<file path="config.mk">
export PLATFORM = sky130hd
export DESIGN_NAME = stream_buffer_top
export DESIGN_NICKNAME = d
export VERILOG_FILES = /design/src/hdl/stream_pack_pkg.sv /design/src/hdl/chunk_if.sv /design/src/hdl/stream_buffer_top.sv /design/src/hdl/chunk_unpacker.sv /design/src/hdl/chunk_fifo.sv /design/src/hdl/ingress_packer.sv
export SDC_FILE = /design/constraint.sdc
export NUM_CORES = 1
export LEC_CHECK = 0
export ABC_AREA = 1
export ABC_CLOCK_PERIOD_IN_PS = 6700
export BUFFER_PORTS_ARGS = -buffer_cell sky130_fd_sc_hd__buf_2
export CAP_MARGIN = 0
export CORE_MARGIN = 2
export CORE_UTILIZATION = 55
export DETAILED_ROUTE_END_ITERATION = 6
export HOLD_SLACK_MARGIN = 0.05
export PLACE_DENSITY_LB_ADDON = 0.12
export SLEW_MARGIN = 30
export SYNTH_ARGS = -nofsm -noshare
export SYNTH_HDL_FRONTEND = slang
export SYNTH_SLANG_ARGS = --single-unit
</file>
<file path="constraint.sdc">
create_clock -name clk -period 6.7 [get_ports clk]
set_clock_uncertainty 0.2 [all_clocks]
set_input_delay 0.67 -clock clk [delete_from_list [all_inputs] [get_ports clk]]
set_output_delay 0.67 -clock clk [all_outputs]
set_load 0.02 [all_outputs]
</file>
<file path="src/hdl/stream_pack_pkg.sv">
// shared widths, depths and credit constants for the ingress stream buffer; import in module bodies
package stream_pack_pkg;

    ////////////////////////////////////////
    // stream geometry
    ////////////////////////////////////////

    // one input or output beat
    localparam int beat_width = 64;
    // one packed fifo chunk, three beats fill four chunks
    localparam int chunk_width = 48;
    // phase tag carried with every chunk
    localparam int phase_width = 2;
    // packet length in bytes, on the first beat
    localparam int length_width = 16;
    // bytes per beat as a shift
    localparam int beat_bytes_log2 = 3;

    ////////////////////////////////////////
    // chunk fifo
    ////////////////////////////////////////

    localparam int fifo_depth = 16;
    localparam int fifo_addr_width = 4;
    // leaves room for chunks still in the packer pipeline
    localparam int almost_full_level = 13;

    ////////////////////////////////////////
    // credits and counters
    ////////////////////////////////////////

    // buffer capacity in beats (12 beats = 16 chunks)
    localparam int credit_limit = 12;
    localparam int credit_width = 5;
    // handshaken input beat counter
    localparam int count_width = 32;

endpackage
</file>
<file path="src/hdl/chunk_if.sv">
// one packed chunk stream between two blocks; packer/fifo_wr on the write side, fifo_rd/unpacker on the read side
`timescale 1ns/1ps

interface chunk_if;
    import stream_pack_pkg::*;

    // chunk payload and tags
    logic [chunk_width-1:0] data;
    logic [phase_width-1:0] phase;
    logic                   last;
    // write strobe and fill flag
    logic                   push;
    logic                   almost_full;
    // read strobe and fill flag
    logic                   pop;
    logic                   empty;

    // producer into the fifo
    modport packer (output data, output phase, output last, output push, input almost_full);
    modport fifo_wr (input data, input phase, input last, input push, output almost_full);

    // show-ahead head towards the consumer
    modport fifo_rd (output data, output phase, output last, output empty, input pop);
    modport unpacker (input data, input phase, input last, input empty, output pop);

endinterface

</file>
<file path="src/hdl/stream_buffer_top.sv">
// top of the ingress stream buffer; packer, chunk fifo and unpacker behind plain stream ports
`timescale 1ns/1ps

module stream_buffer_top (
    input  logic                                     clk,
    input  logic                                     reset,
    input  logic                                     enable,
    input  logic                                     drain,
    input  logic                                     in_valid,
    output logic                                     in_ready,
    input  logic [stream_pack_pkg::beat_width-1:0]   in_data,
    input  logic                                     in_last,
    input  logic [stream_pack_pkg::length_width-1:0] in_length,
    output logic                                     out_valid,
    output logic [stream_pack_pkg::beat_width-1:0]   out_data,
    output logic                                     out_last,
    output logic [stream_pack_pkg::count_width-1:0]  beat_count
);

    // credit loop from egress back to admission
    logic credit_return;

    // packer to fifo, fifo to unpacker
    chunk_if wr_chunks ();
    chunk_if rd_chunks ();

    ingress_packer i_packer (
        .clk           (clk),
        .reset         (reset),
        .enable        (enable),
        .in_valid      (in_valid),
        .in_last       (in_last),
        .in_data       (in_data),
        .in_length     (in_length),
        .credit_return (credit_return),
        .in_ready      (in_ready),
        .beat_count    (beat_count),
        .chunks        (wr_chunks)
    );

    chunk_fifo i_fifo (
        .clk   (clk),
        .reset (reset),
        .wr    (wr_chunks),
        .rd    (rd_chunks)
    );

    chunk_unpacker i_unpacker (
        .clk           (clk),
        .reset         (reset),
        .drain         (drain),
        .chunks        (rd_chunks),
        .out_valid     (out_valid),
        .out_last      (out_last),
        .out_data      (out_data),
        .credit_return (credit_return)
    );

endmodule

</file>
<file path="src/hdl/chunk_unpacker.sv">
// egress stage; drains chunks while drain is high, rebuilds the original beats and returns credits
`timescale 1ns/1ps

module chunk_unpacker (
    input  logic                                   clk,
    input  logic                                   reset,
    input  logic                                   drain,
    chunk_if.unpacker                              chunks,
    output logic                                   out_valid,
    output logic                                   out_last,
    output logic [stream_pack_pkg::beat_width-1:0] out_data,
    output logic                                   credit_return
);
    import stream_pack_pkg::*;

    // low part of the beat still being rebuilt
    logic [chunk_width-1:0] pending;
    logic [chunk_width-1:0] pending_next;
    logic [beat_width-1:0]  beat_next;
    logic                   beat_done;

    // pop whenever allowed, no further back-pressure
    assign chunks.pop = drain && !chunks.empty;

    // phase 0 only opens a beat
    assign beat_done = (chunks.phase != '0);

    ////////////////////////////////////////
    // beat reassembly
    ////////////////////////////////////////

    always_comb
    begin
        pending_next = pending;
        beat_next = {chunks.data[15:0], pending};
        case (chunks.phase)
            2'd0:
                // 48 low bits of a new beat
                pending_next = chunks.data;
            2'd1:
            begin
                beat_next = {chunks.data[15:0], pending[47:0]};
                pending_next = {16'b0, chunks.data[47:16]};
            end
            2'd2:
            begin
                beat_next = {chunks.data[31:0], pending[31:0]};
                pending_next = {32'b0, chunks.data[47:32]};
            end
            default:
                // phase 3 holds the top 48 bits
                beat_next = {chunks.data[47:0], pending[15:0]};
        endcase
    end

    always_ff @(posedge clk)
    begin
        if (chunks.pop)
        begin
            pending <= pending_next;
            if (beat_done)
            begin
                out_data <= beat_next;
            end
        end
    end

    // strobes one cycle after the pop
    always_ff @(posedge clk)
    begin
        if (reset)
        begin
            out_valid <= 1'b0;
            out_last <= 1'b0;
            credit_return <= 1'b0;
        end
        else
        begin
            out_valid <= chunks.pop && beat_done;
            out_last <= chunks.pop && beat_done && chunks.last;
            // one credit back per rebuilt beat
            credit_return <= chunks.pop && beat_done;
        end
    end

endmodule

</file>
<file path="src/hdl/chunk_fifo.sv">
// synchronous show-ahead chunk fifo between packer and unpacker, with empty and almost-full flags
`timescale 1ns/1ps

module chunk_fifo (
    input  logic     clk,
    input  logic     reset,
    chunk_if.fifo_wr wr,
    chunk_if.fifo_rd rd
);
    import stream_pack_pkg::*;

    // storage, one entry per chunk
    logic [chunk_width-1:0]     mem_data [fifo_depth];
    logic [phase_width-1:0]     mem_phase [fifo_depth];
    logic                       mem_last [fifo_depth];

    logic [fifo_addr_width-1:0] wr_ptr;
    logic [fifo_addr_width-1:0] rd_ptr;
    // one extra bit to hold a full count
    logic [fifo_addr_width:0]   fill;

    logic                       do_push;
    logic                       do_pop;

    // push to a full buffer is dropped
    assign do_push = wr.push && (fill != (fifo_addr_width + 1)'(fifo_depth));
    assign do_pop = rd.pop && !rd.empty;

    // flags straight from the fill count
    assign rd.empty = (fill == '0);
    assign wr.almost_full = (fill >= (fifo_addr_width + 1)'(almost_full_level));

    // head shown before the pop
    assign rd.data = mem_data[rd_ptr];
    assign rd.phase = mem_phase[rd_ptr];
    assign rd.last = mem_last[rd_ptr];

    always_ff @(posedge clk)
    begin
        if (do_push)
        begin
            mem_data[wr_ptr] <= wr.data;
            mem_phase[wr_ptr] <= wr.phase;
            mem_last[wr_ptr] <= wr.last;
        end
    end

    ////////////////////////////////////////
    // pointers and fill
    ////////////////////////////////////////

    always_ff @(posedge clk)
    begin
        if (reset)
        begin
            wr_ptr <= '0;
            rd_ptr <= '0;
            fill <= '0;
        end
        else
        begin
            // depth is a power of two, pointers wrap by themselves
            if (do_push)
            begin
                wr_ptr <= wr_ptr + 1'b1;
            end
            if (do_pop)
            begin
                rd_ptr <= rd_ptr + 1'b1;
            end
            case ({do_push, do_pop})
                2'b10: fill <= fill + 1'b1;
                2'b01: fill <= fill - 1'b1;
                default: fill <= fill;
            endcase
        end
    end

endmodule

</file>
<file path="src/hdl/ingress_packer.sv">
// ingress stage; admits or drops whole packets against free credits and packs beats into chunks
`timescale 1ns/1ps

module ingress_packer (
    input  logic                                     clk,
    input  logic                                     reset,
    input  logic                                     enable,
    input  logic                                     in_valid,
    input  logic                                     in_last,
    input  logic [stream_pack_pkg::beat_width-1:0]   in_data,
    input  logic [stream_pack_pkg::length_width-1:0] in_length,
    input  logic                                     credit_return,
    output logic                                     in_ready,
    output logic [stream_pack_pkg::count_width-1:0]  beat_count,
    chunk_if.packer                                  chunks
);
    import stream_pack_pkg::*;

    // packet tracking
    logic                    packet_start;
    logic                    admit;
    logic [credit_width-1:0] free_credits;

    // packing state
    logic [phase_width-1:0]  phase;
    logic [beat_width-1:0]   prev_beat;
    logic                    prev_last;

    // per-cycle decisions
    logic                    accept;
    logic                    admit_now;
    logic                    write;
    logic                    flush;
    logic [length_width-1:0] length_beats;
    logic [beat_width-1:0]   new_beat;
    logic [chunk_width-1:0]  next_chunk;

    ////////////////////////////////////////
    // handshake and admission
    ////////////////////////////////////////

    always_comb
    begin
        // flush cycle: phase 3, or the chunk closing a packet that ended at phase 0 or 1
        flush = (phase == phase_width'(3)) || (prev_last && (phase != '0));
        // no input taken while a flush chunk is formed
        in_ready = enable && !chunks.almost_full && !flush;
        accept = in_valid && in_ready;

        // byte length to beats
        length_beats = in_length >> beat_bytes_log2;
        // strict compare, keeps one beat of slack
        admit_now = length_width'(free_credits) > length_beats;

        // first beat decides, later beats follow the stored flag
        write = accept && (packet_start ? admit_now : admit);
    end

    always_ff @(posedge clk)
    begin
        if (reset)
        begin
            packet_start <= 1'b1;
            admit <= 1'b0;
            beat_count <= '0;
        end
        else if (accept)
        begin
            // every handshaken beat counts, dropped or not
            beat_count <= beat_count + 1'b1;
            packet_start <= in_last;
            if (packet_start)
            begin
                admit <= admit_now;
            end
        end
    end

    // one credit per written beat, one back per returned beat
    always_ff @(posedge clk)
    begin
        if (reset)
        begin
            free_credits <= credit_width'(credit_limit - 1);
        end
        else if (write && !credit_return)
        begin
            free_credits <= free_credits - 1'b1;
        end
        else if (!write && credit_return)
        begin
            free_credits <= free_credits + 1'b1;
        end
    end

    ////////////////////////////////////////
    // three beats into four chunks
    ////////////////////////////////////////

    always_comb
    begin
        // flush chunks carry zeros in the new-beat part
        new_beat = write ? in_data : '0;
        case (phase)
            2'd0:
                next_chunk = new_beat[47:0];
            2'd1:
                next_chunk = {new_beat[31:0], prev_beat[63:48]};
            2'd2:
                next_chunk = {new_beat[15:0], prev_beat[63:32]};
            default:
                // rest of the stored beat, no input
                next_chunk = prev_beat[63:16];
        endcase
    end

    always_ff @(posedge clk)
    begin
        if (reset)
        begin
            phase <= '0;
            prev_last <= 1'b0;
            chunks.push <= 1'b0;
        end
        else
        begin
            // chunk goes out one cycle after its beat or flush
            chunks.push <= write || flush;
            if (write)
            begin
                phase <= phase + 1'b1;
                prev_last <= in_last;
            end
            else if (flush)
            begin
                // every packet restarts at phase 0
                phase <= '0;
            end
        end
    end

    // chunk payload register and leftover beat
    always_ff @(posedge clk)
    begin
        if (write || flush)
        begin
            chunks.data <= next_chunk;
            chunks.phase <= phase;
            // last rides on the chunk completing the final beat
            chunks.last <= flush && prev_last;
        end
        if (write)
        begin
            prev_beat <= in_data;
        end
    end

endmodule

</file>
==> impl_metrics.env, run 1 <==
export IMPL_holdPathStages=3
export IMPL_first_pass_iters=6
export IMPL_min_from="in_data[1]"
export IMPL_vias_per_cell=5.89
export IMPL_synthesis_area_um2=45600
export IMPL_grt_pass1_wl_um=180000
export IMPL_die_y_um=292
export IMPL_syn_nets=4029
export IMPL_cap_violations=0
export IMPL_dr_first_iter_drc_count=3335
export IMPL_ios=185
export IMPL_h_tree_depth=3
export IMPL_fin_nets=4174
export IMPL_die_w_um=292
export IMPL_io_buffers=181
export IMPL_max_stage_delay_ns=0.73
export IMPL_ys_seq_elements=1089
export IMPL_grt_use_total_pct=28.0
export IMPL_cts_buffers=110
export IMPL_regArea_um2=32100
export IMPL_synthCells=3914
export IMPL_power_density_nw_per_um2=387
export IMPL_rsz0062_at_grt="no"
export IMPL_antenna_found_initial=1
export IMPL_slew_headroom_pct=31.1
export IMPL_setup_violations=0
export IMPL_finalCriticalPeriod_ns=4.28
export IMPL_yosysTopAreaCellShare_pct=67.7
export IMPL_finalCritPeriodShare_pct=63.9
export IMPL_async_reset_ff_share_pct=0
export IMPL_crit_arrival_ns=4.49
export IMPL_yosys_cell_count_top_type="edfxtp_1"
export IMPL_cts_sinks=1089
export IMPL_holdPathEnd="i_packer.chunks.data[33]"
export IMPL_post_route_drc_count=0
export IMPL_rrSetupSlack_ns=2.42
export IMPL_path_delay_family="buffers and inverters"
export IMPL_dp_hpwl_um=66000
export IMPL_ant_nets=0
export IMPL_clk_path_buf_depth=3
export IMPL_synthFlopType="edfxtp_1"
export IMPL_critPathLaunchType="flop"
export IMPL_hold_viol=0
export IMPL_synth_edf_count=1027
export IMPL_initial_core_util_pct=55.5
export IMPL_tightest_slew_ns=1.03
export IMPL_path_class="flop to flop"
export IMPL_setup_tns_ns=0
export IMPL_drive_gt1_share_pct=12.0
export IMPL_p_total_uw=19800
export IMPL_yosysSeqAreaShare_pct=70.4
export IMPL_area_growth_pct=12.2
export IMPL_worst_setup_path_end_kind="flop"
export IMPL_rr_worst_depth=13
export IMPL_clk_latency_ns=0.67
export IMPL_netlist_top_cells_count="edfxtp_1, nor2_1, nand2_1"
export IMPL_fmax_mhz=234
export IMPL_path_depth=13
export IMPL_cts_root_buf="clkbuf_16"
export IMPL_hold_path_class="input port to flop"
export IMPL_status="complete, no violations"
export IMPL_clk_transition_reported_paths_ns=0.06
export IMPL_worst_path_buf_inv=5
export IMPL_globalRouteOverflowTotal=0
export IMPL_path_max_fanout=72
export IMPL_placementRows=105
export IMPL_gp_congestion=0.830
export IMPL_wl_per_cell_um=22.9
export IMPL_rr_endpoint="i_unpacker.pending[15]"
export IMPL_cts_tree="done"
export IMPL_wl_um=120000
export IMPL_avgSynthCellArea_um2=11.6
export IMPL_fillers=6321
export IMPL_core_um2=82100
export IMPL_synthTopCellsByArea="edfxtp_1, nor2_1, nand2_1, nand3_1, o21ai_0"
export IMPL_diodes=0
export IMPL_ys_warn_count=0
export IMPL_grt_pass1_vias=28979
export IMPL_power_leakage_uw=0.0176
export IMPL_die_area_um2=85200
export IMPL_worst_ep_required_time_ns=6.91
export IMPL_grt_max_degree=141
export IMPL_multi_input_area_um2=11700
export IMPL_cpMaxStageDelayCell="buf_4"
export IMPL_cts_resized=0
export IMPL_synth_distinct_cells=44
export IMPL_finalMaxSlewViolations=0
export IMPL_vias=30777
export IMPL_path_cells="buf_4 -> o21ai_0 -> o221ai_1 -> o211ai_1 -> nand2_1 -> inv_1 -> ha_1 -> buf_4 -> nand2_1 -> clkinv_1 -> buf_4 -> nand2_1 -> nand3_1"
export IMPL_ir_drop_mv=0.323
export IMPL_yosysTopAreaCell="edfxtp_1"
## kinds of logic after synthesis
group / Yosys count / share of synthesized area, %
simple gates: 1660 / 15.4
flops: 1089 / 70.4
compound gates: 714 / 8.75
buf+inv: 409 / 4.33
fa+ha+maj: 29 / 0.829
xor+xnor: 13 / 0.250
## sequential cells by signal (all words and copies together) (netlist names), 2 cells and up, named ones only
name                   cells
i_fifo.fill                5
i_fifo.mem_data          768
i_fifo.mem_last           16
i_fifo.mem_phase          32
i_fifo.rd_ptr              4
i_fifo.wr_ptr              4
i_packer.beat_count       32
i_packer.chunks.data      48
i_packer.chunks.phase      2
i_packer.free_credits      5
i_packer.phase             2
i_packer.prev_beat        48
i_unpacker.out_data       64
i_unpacker.pending        48
## timing repair
item,CTS,global route
setup buffers,0,0
endpoints found under the hold margin,49,0
hold buffers,49,0
## metal layers
metal | part of all wire (%) | global-route usage (%) | vias up | wire length [um]
met4 | 2.2 | 6.93 | 0 | 2610
li1 | - | - | 14233 | -
met3 | 7.8 | 4.10 | 169 | 9280
met5 | 0 | 0 | - | 0
met1 | 42 | 40.4 | 15022 | 50700
met2 | 48 | 45.4 | 1353 | 57000
## placed cells by master (no fill, tap or decap), types with 30 or more instances in the layout
cell type | synthesis | routed
clkinv_1 | 2 | 30
o211ai_1 | 112 | 112
clkbuf_16 | 0 | 112
buf_4 | 11 | 42
dlygate4sd3_1 | 0 | 49
edfxtp_1 | 1027 | 1027
nand3_1 | 298 | 298
a21oi_1 | 143 | 143
nand2_1 | 452 | 451
o21ai_1 | 146 | 146
buf_2 | 62 | 181
nand4_1 | 87 | 87
inv_1 | 142 | 138
o21ai_0 | 262 | 262
dfxtp_1 | 62 | 58
nor2_1 | 738 | 720
## worst min-delay path: stages
cell and delay (ns):
buf_2 0.11, nand3_1 0.07, nand4_1 0.08
## how the worst max path moves through the flow
| stage | to | slack [ns] |
|---|---|---|
| after global placement | i_packer.free_credits[4] | 2.45 |
| after global routing | i_packer.free_credits[4] | 2.05 |
| after floorplan | i_unpacker.out_data[0] | 1.65 |
| final | i_unpacker.pending[15] | 2.42 |
| after detailed placement | i_packer.free_credits[4] | 2.43 |
| after CTS | i_unpacker.pending[15] | 2.45 |
## power by group
| group | leakage, uW | total [uW] | switching (uW) | internal (uW) |
|---|---|---|---|---|
| logic | 0.00609 | 5270 | 3770 | 1500 |
| registers | 0.00980 | 8440 | 291 | 8150 |
| clock network | 0.00173 | 6090 | 2550 | 3550 |
## stage by stage
stage                     util [%]  hold slack, ns  worst slack (ns)  std cells  cell area [um2]
after floorplan                  -           0.200              1.65       3914            45600
after global placement        57.2           0.203              2.45       4966            47000
after detailed placement      57.3           0.206              2.43       4967            47000
after CTS                     62.2           0.139              2.45       5220            51100
after global routing          62.3           0.159              2.05       5221            51100
final                         62.3           0.171              2.42       5221            51100
## final cells by class
cell class	count	share of cell area (%)
Inverter	163	1.24
Clock buffer	139	5.74
Timing Repair Buffer	279	3.57
Multi-Input combinational cell	2416	22.8
Clock inverter	65	1.24
Tap cell	1070	2.62
Sequential cell	1089	62.8
No activity file was read; power rests on OpenSTA's default activity.
==> run 2: changes to the inputs <==
--- a/config.mk
+++ b/config.mk
@@ -6,7 +6,7 @@
 export NUM_CORES = 1
 export LEC_CHECK = 0
 export ABC_AREA = 1
-export ABC_CLOCK_PERIOD_IN_PS = 6700
+export ABC_CLOCK_PERIOD_IN_PS = 3700
 export BUFFER_PORTS_ARGS = -buffer_cell sky130_fd_sc_hd__buf_2
 export CAP_MARGIN = 0
 export CORE_MARGIN = 2
==> constraint.sdc (replaced) <==
create_clock -name clk -period 3.7 [get_ports clk]
set_clock_uncertainty 0.2 [all_clocks]
set_input_delay 0.37 -clock clk [delete_from_list [all_inputs] [get_ports clk]]
set_output_delay 0.37 -clock clk [all_outputs]
set_load 0.02 [all_outputs]
==> run 2 against run 1 <==
  * Sequential share of layout area is 0.92 points lower
  * Non-clock buffer count grew 60
  * Worst setup slack lost 2.0 ns
  * Maximum frequency increased by 31%
  * Die area unchanged
  * Worst hold slack got worse by 0.095 ns
  * First-iteration DRC count is 3.1% lower
  * Sequential cell count stayed put
  * Sequential power rose by 80%
  * Critical path depth shrank 1
  * Via count grew 1.3%
  * Total power is 83% higher
==> impl_metrics.env, run 2 (synthesis gave the netlist of run 1 again) <==
export IMPL_finalCritPeriodShare_pct=88.6
export IMPL_initial_core_util_pct=55.5
export IMPL_rr_worst_depth=12
export IMPL_wl_um=121000
export IMPL_cap_violations=0
export IMPL_path_max_fanout=21
export IMPL_cts_buffers=112
export IMPL_largestRegisters="i_fifo.mem_data x768, i_unpacker.out_data x64"
export IMPL_setup_tns_ns=0
export IMPL_grt_pass1_vias=29589
export IMPL_holdPathStages=5
export IMPL_grt_max_degree=180
export IMPL_first_pass_iters=5
export IMPL_timing_final_ws_setup_ns=0.421
export IMPL_core_um2=82100
export IMPL_dp_hpwl_um=67100
export IMPL_area_growth_pct=13.9
export IMPL_power_density_nw_per_um2=698
export IMPL_preCtsSetupSlack_ns=0.344
export IMPL_top_register="i_fifo.mem_data"
export IMPL_worst_setup_path_end_kind="flop"
export IMPL_hold_path_class="input port to flop"
export IMPL_setup_violations=0
export IMPL_die_w_um=292
export IMPL_dr_first_iter_drc_count=3231
export IMPL_final_cell_mix="edfxtp_1, nor2_1, nand2_1"
export IMPL_grt_use_total_pct=28.3
export IMPL_crit_arrival_ns=3.50
export IMPL_tightest_slew_ns=1.07
export IMPL_globalRouteOverflowTotal=0
export IMPL_cts_root_buf="clkbuf_16"
export IMPL_placementRows=105
export IMPL_slew_headroom_pct=28.8
export IMPL_die_y_um=292
export IMPL_status="complete, no violations"
export IMPL_fillers=6221
export IMPL_clk_path_buf_depth=3
export IMPL_io_buffers=181
export IMPL_fmax_mhz=305
export IMPL_hold_viol=0
export IMPL_die_area_um2=85200
export IMPL_ios=185
export IMPL_grt_pass1_wl_um=181000
export IMPL_min_from="drain"
export IMPL_critPathLaunchType="flop"
export IMPL_finalMaxSlewViolations=0
export IMPL_rrSetupSlack_ns=0.42
export IMPL_vias=31174
export IMPL_largest_reg_flops=768
export IMPL_post_route_drc_count=0
export IMPL_path_class="flop to flop"
export IMPL_ir_drop_mv=0.632
export IMPL_ant_nets=0
export IMPL_cts_tree="done"
export IMPL_postCtsSetupRepairBufs=0
export IMPL_antenna_found_initial=6
export IMPL_multi_input_area_um2=11700
export IMPL_rsz0062_at_grt="no"
export IMPL_final_common_cell="edfxtp_1"
export IMPL_vias_per_cell=5.90
export IMPL_worst_ep_required_time_ns=3.92
export IMPL_wl_per_cell_um=22.8
export IMPL_finalCriticalPeriod_ns=3.28
export IMPL_clk_latency_ns=0.68
export IMPL_power_leakage_uw=0.0180
export IMPL_gp_congestion=0.878
export IMPL_h_tree_depth=3
export IMPL_fin_nets=4236
export IMPL_regArea_um2=32100
export IMPL_clk_transition_reported_paths_ns=0.06
export IMPL_drive_gt1_share_pct=12.9
export IMPL_cts_sinks=1089
[run 2: changes by cell type in the layout (fill, tap and decap cells not counted), moves of 5 or more]
| cell | previous run | this run |
|---|---|---|
| dlygate4sd3_1 | 49 | 65 |
| buf_6 | 5 | 0 |
| buf_12 | 0 | 30 |
| clkinv_1 | 30 | 25 |
| buf_4 | 42 | 63 |
[run 2: worst paths after layout]
kind | to
min | flop
max | i_unpacker.out_data[25]
min reg2reg | i_unpacker.out_data[0]
max reg2reg | i_unpacker.out_data[25]
[run 2: layout make-up]
class	instances	area share, %
clock buffer	142	5.70
antenna	1	0.00482
clock inverter	61	1.09
timing repair buffer	339	5.07
tap	1070	2.58
sequential	1089	61.8
multi-input combinational	2416	22.5
inverter	163	1.22
[run 2: repair_timing]
item | in CTS | in global routing
endpoints found under the hold margin | 104 | 0
setup endpoints to repair | 0 | 0
gates resized for setup | 0 | 0
hold buffers | 65 | 0
[run 2: power by group]
group / internal (uW) / switching, uW
Combinational: 3070 / 7120
Clock: 6260 / 4630
Sequential: 14700 / 422
Total: 24100 / 12200
[run 2: stage by stage]
stage / util, % / total power [uW] / hold slack [ns] / area (um2) / instances
2_1_floorplan: - / 22200 / 0.200 / 45600 / 3914
6_report: 63.2 / 36200 / 0.0762 / 51900 / 5281
5_1_grt: 63.2 / 38000 / 0.0689 / 51900 / 5280
4_1_cts: 63.2 / 36300 / 0.0502 / 51900 / 5280
3_5_place_dp: 58.1 / 25400 / 0.205 / 47700 / 5012
3_3_place_gp: 58.1 / 25300 / 0.202 / 47700 / 5012
[run 2: critical path: stages, from the launching register on]
cell and delay, ns:
dfxtp_4 0.54, clkinv_8 0.16, o21ai_1 0.16, o22ai_1 0.09, o211ai_1 0.23, nand2_1 0.30, inv_1 0.16, ha_1 0.18
nor2_1 0.06, inv_2 0.04, or2_2 0.38, a21oi_1 0.12, a31oi_1 0.38
[run 2: per-layer routing]
metal | part of all wire, % | track usage, % | routed length, um
met5 | 0.022 | 0 | 26
met4 | 2.5 | 8.46 | 2980
met3 | 7.7 | 3.71 | 9270
met2 | 47 | 45.9 | 57200
met1 | 42 | 40.2 | 51000
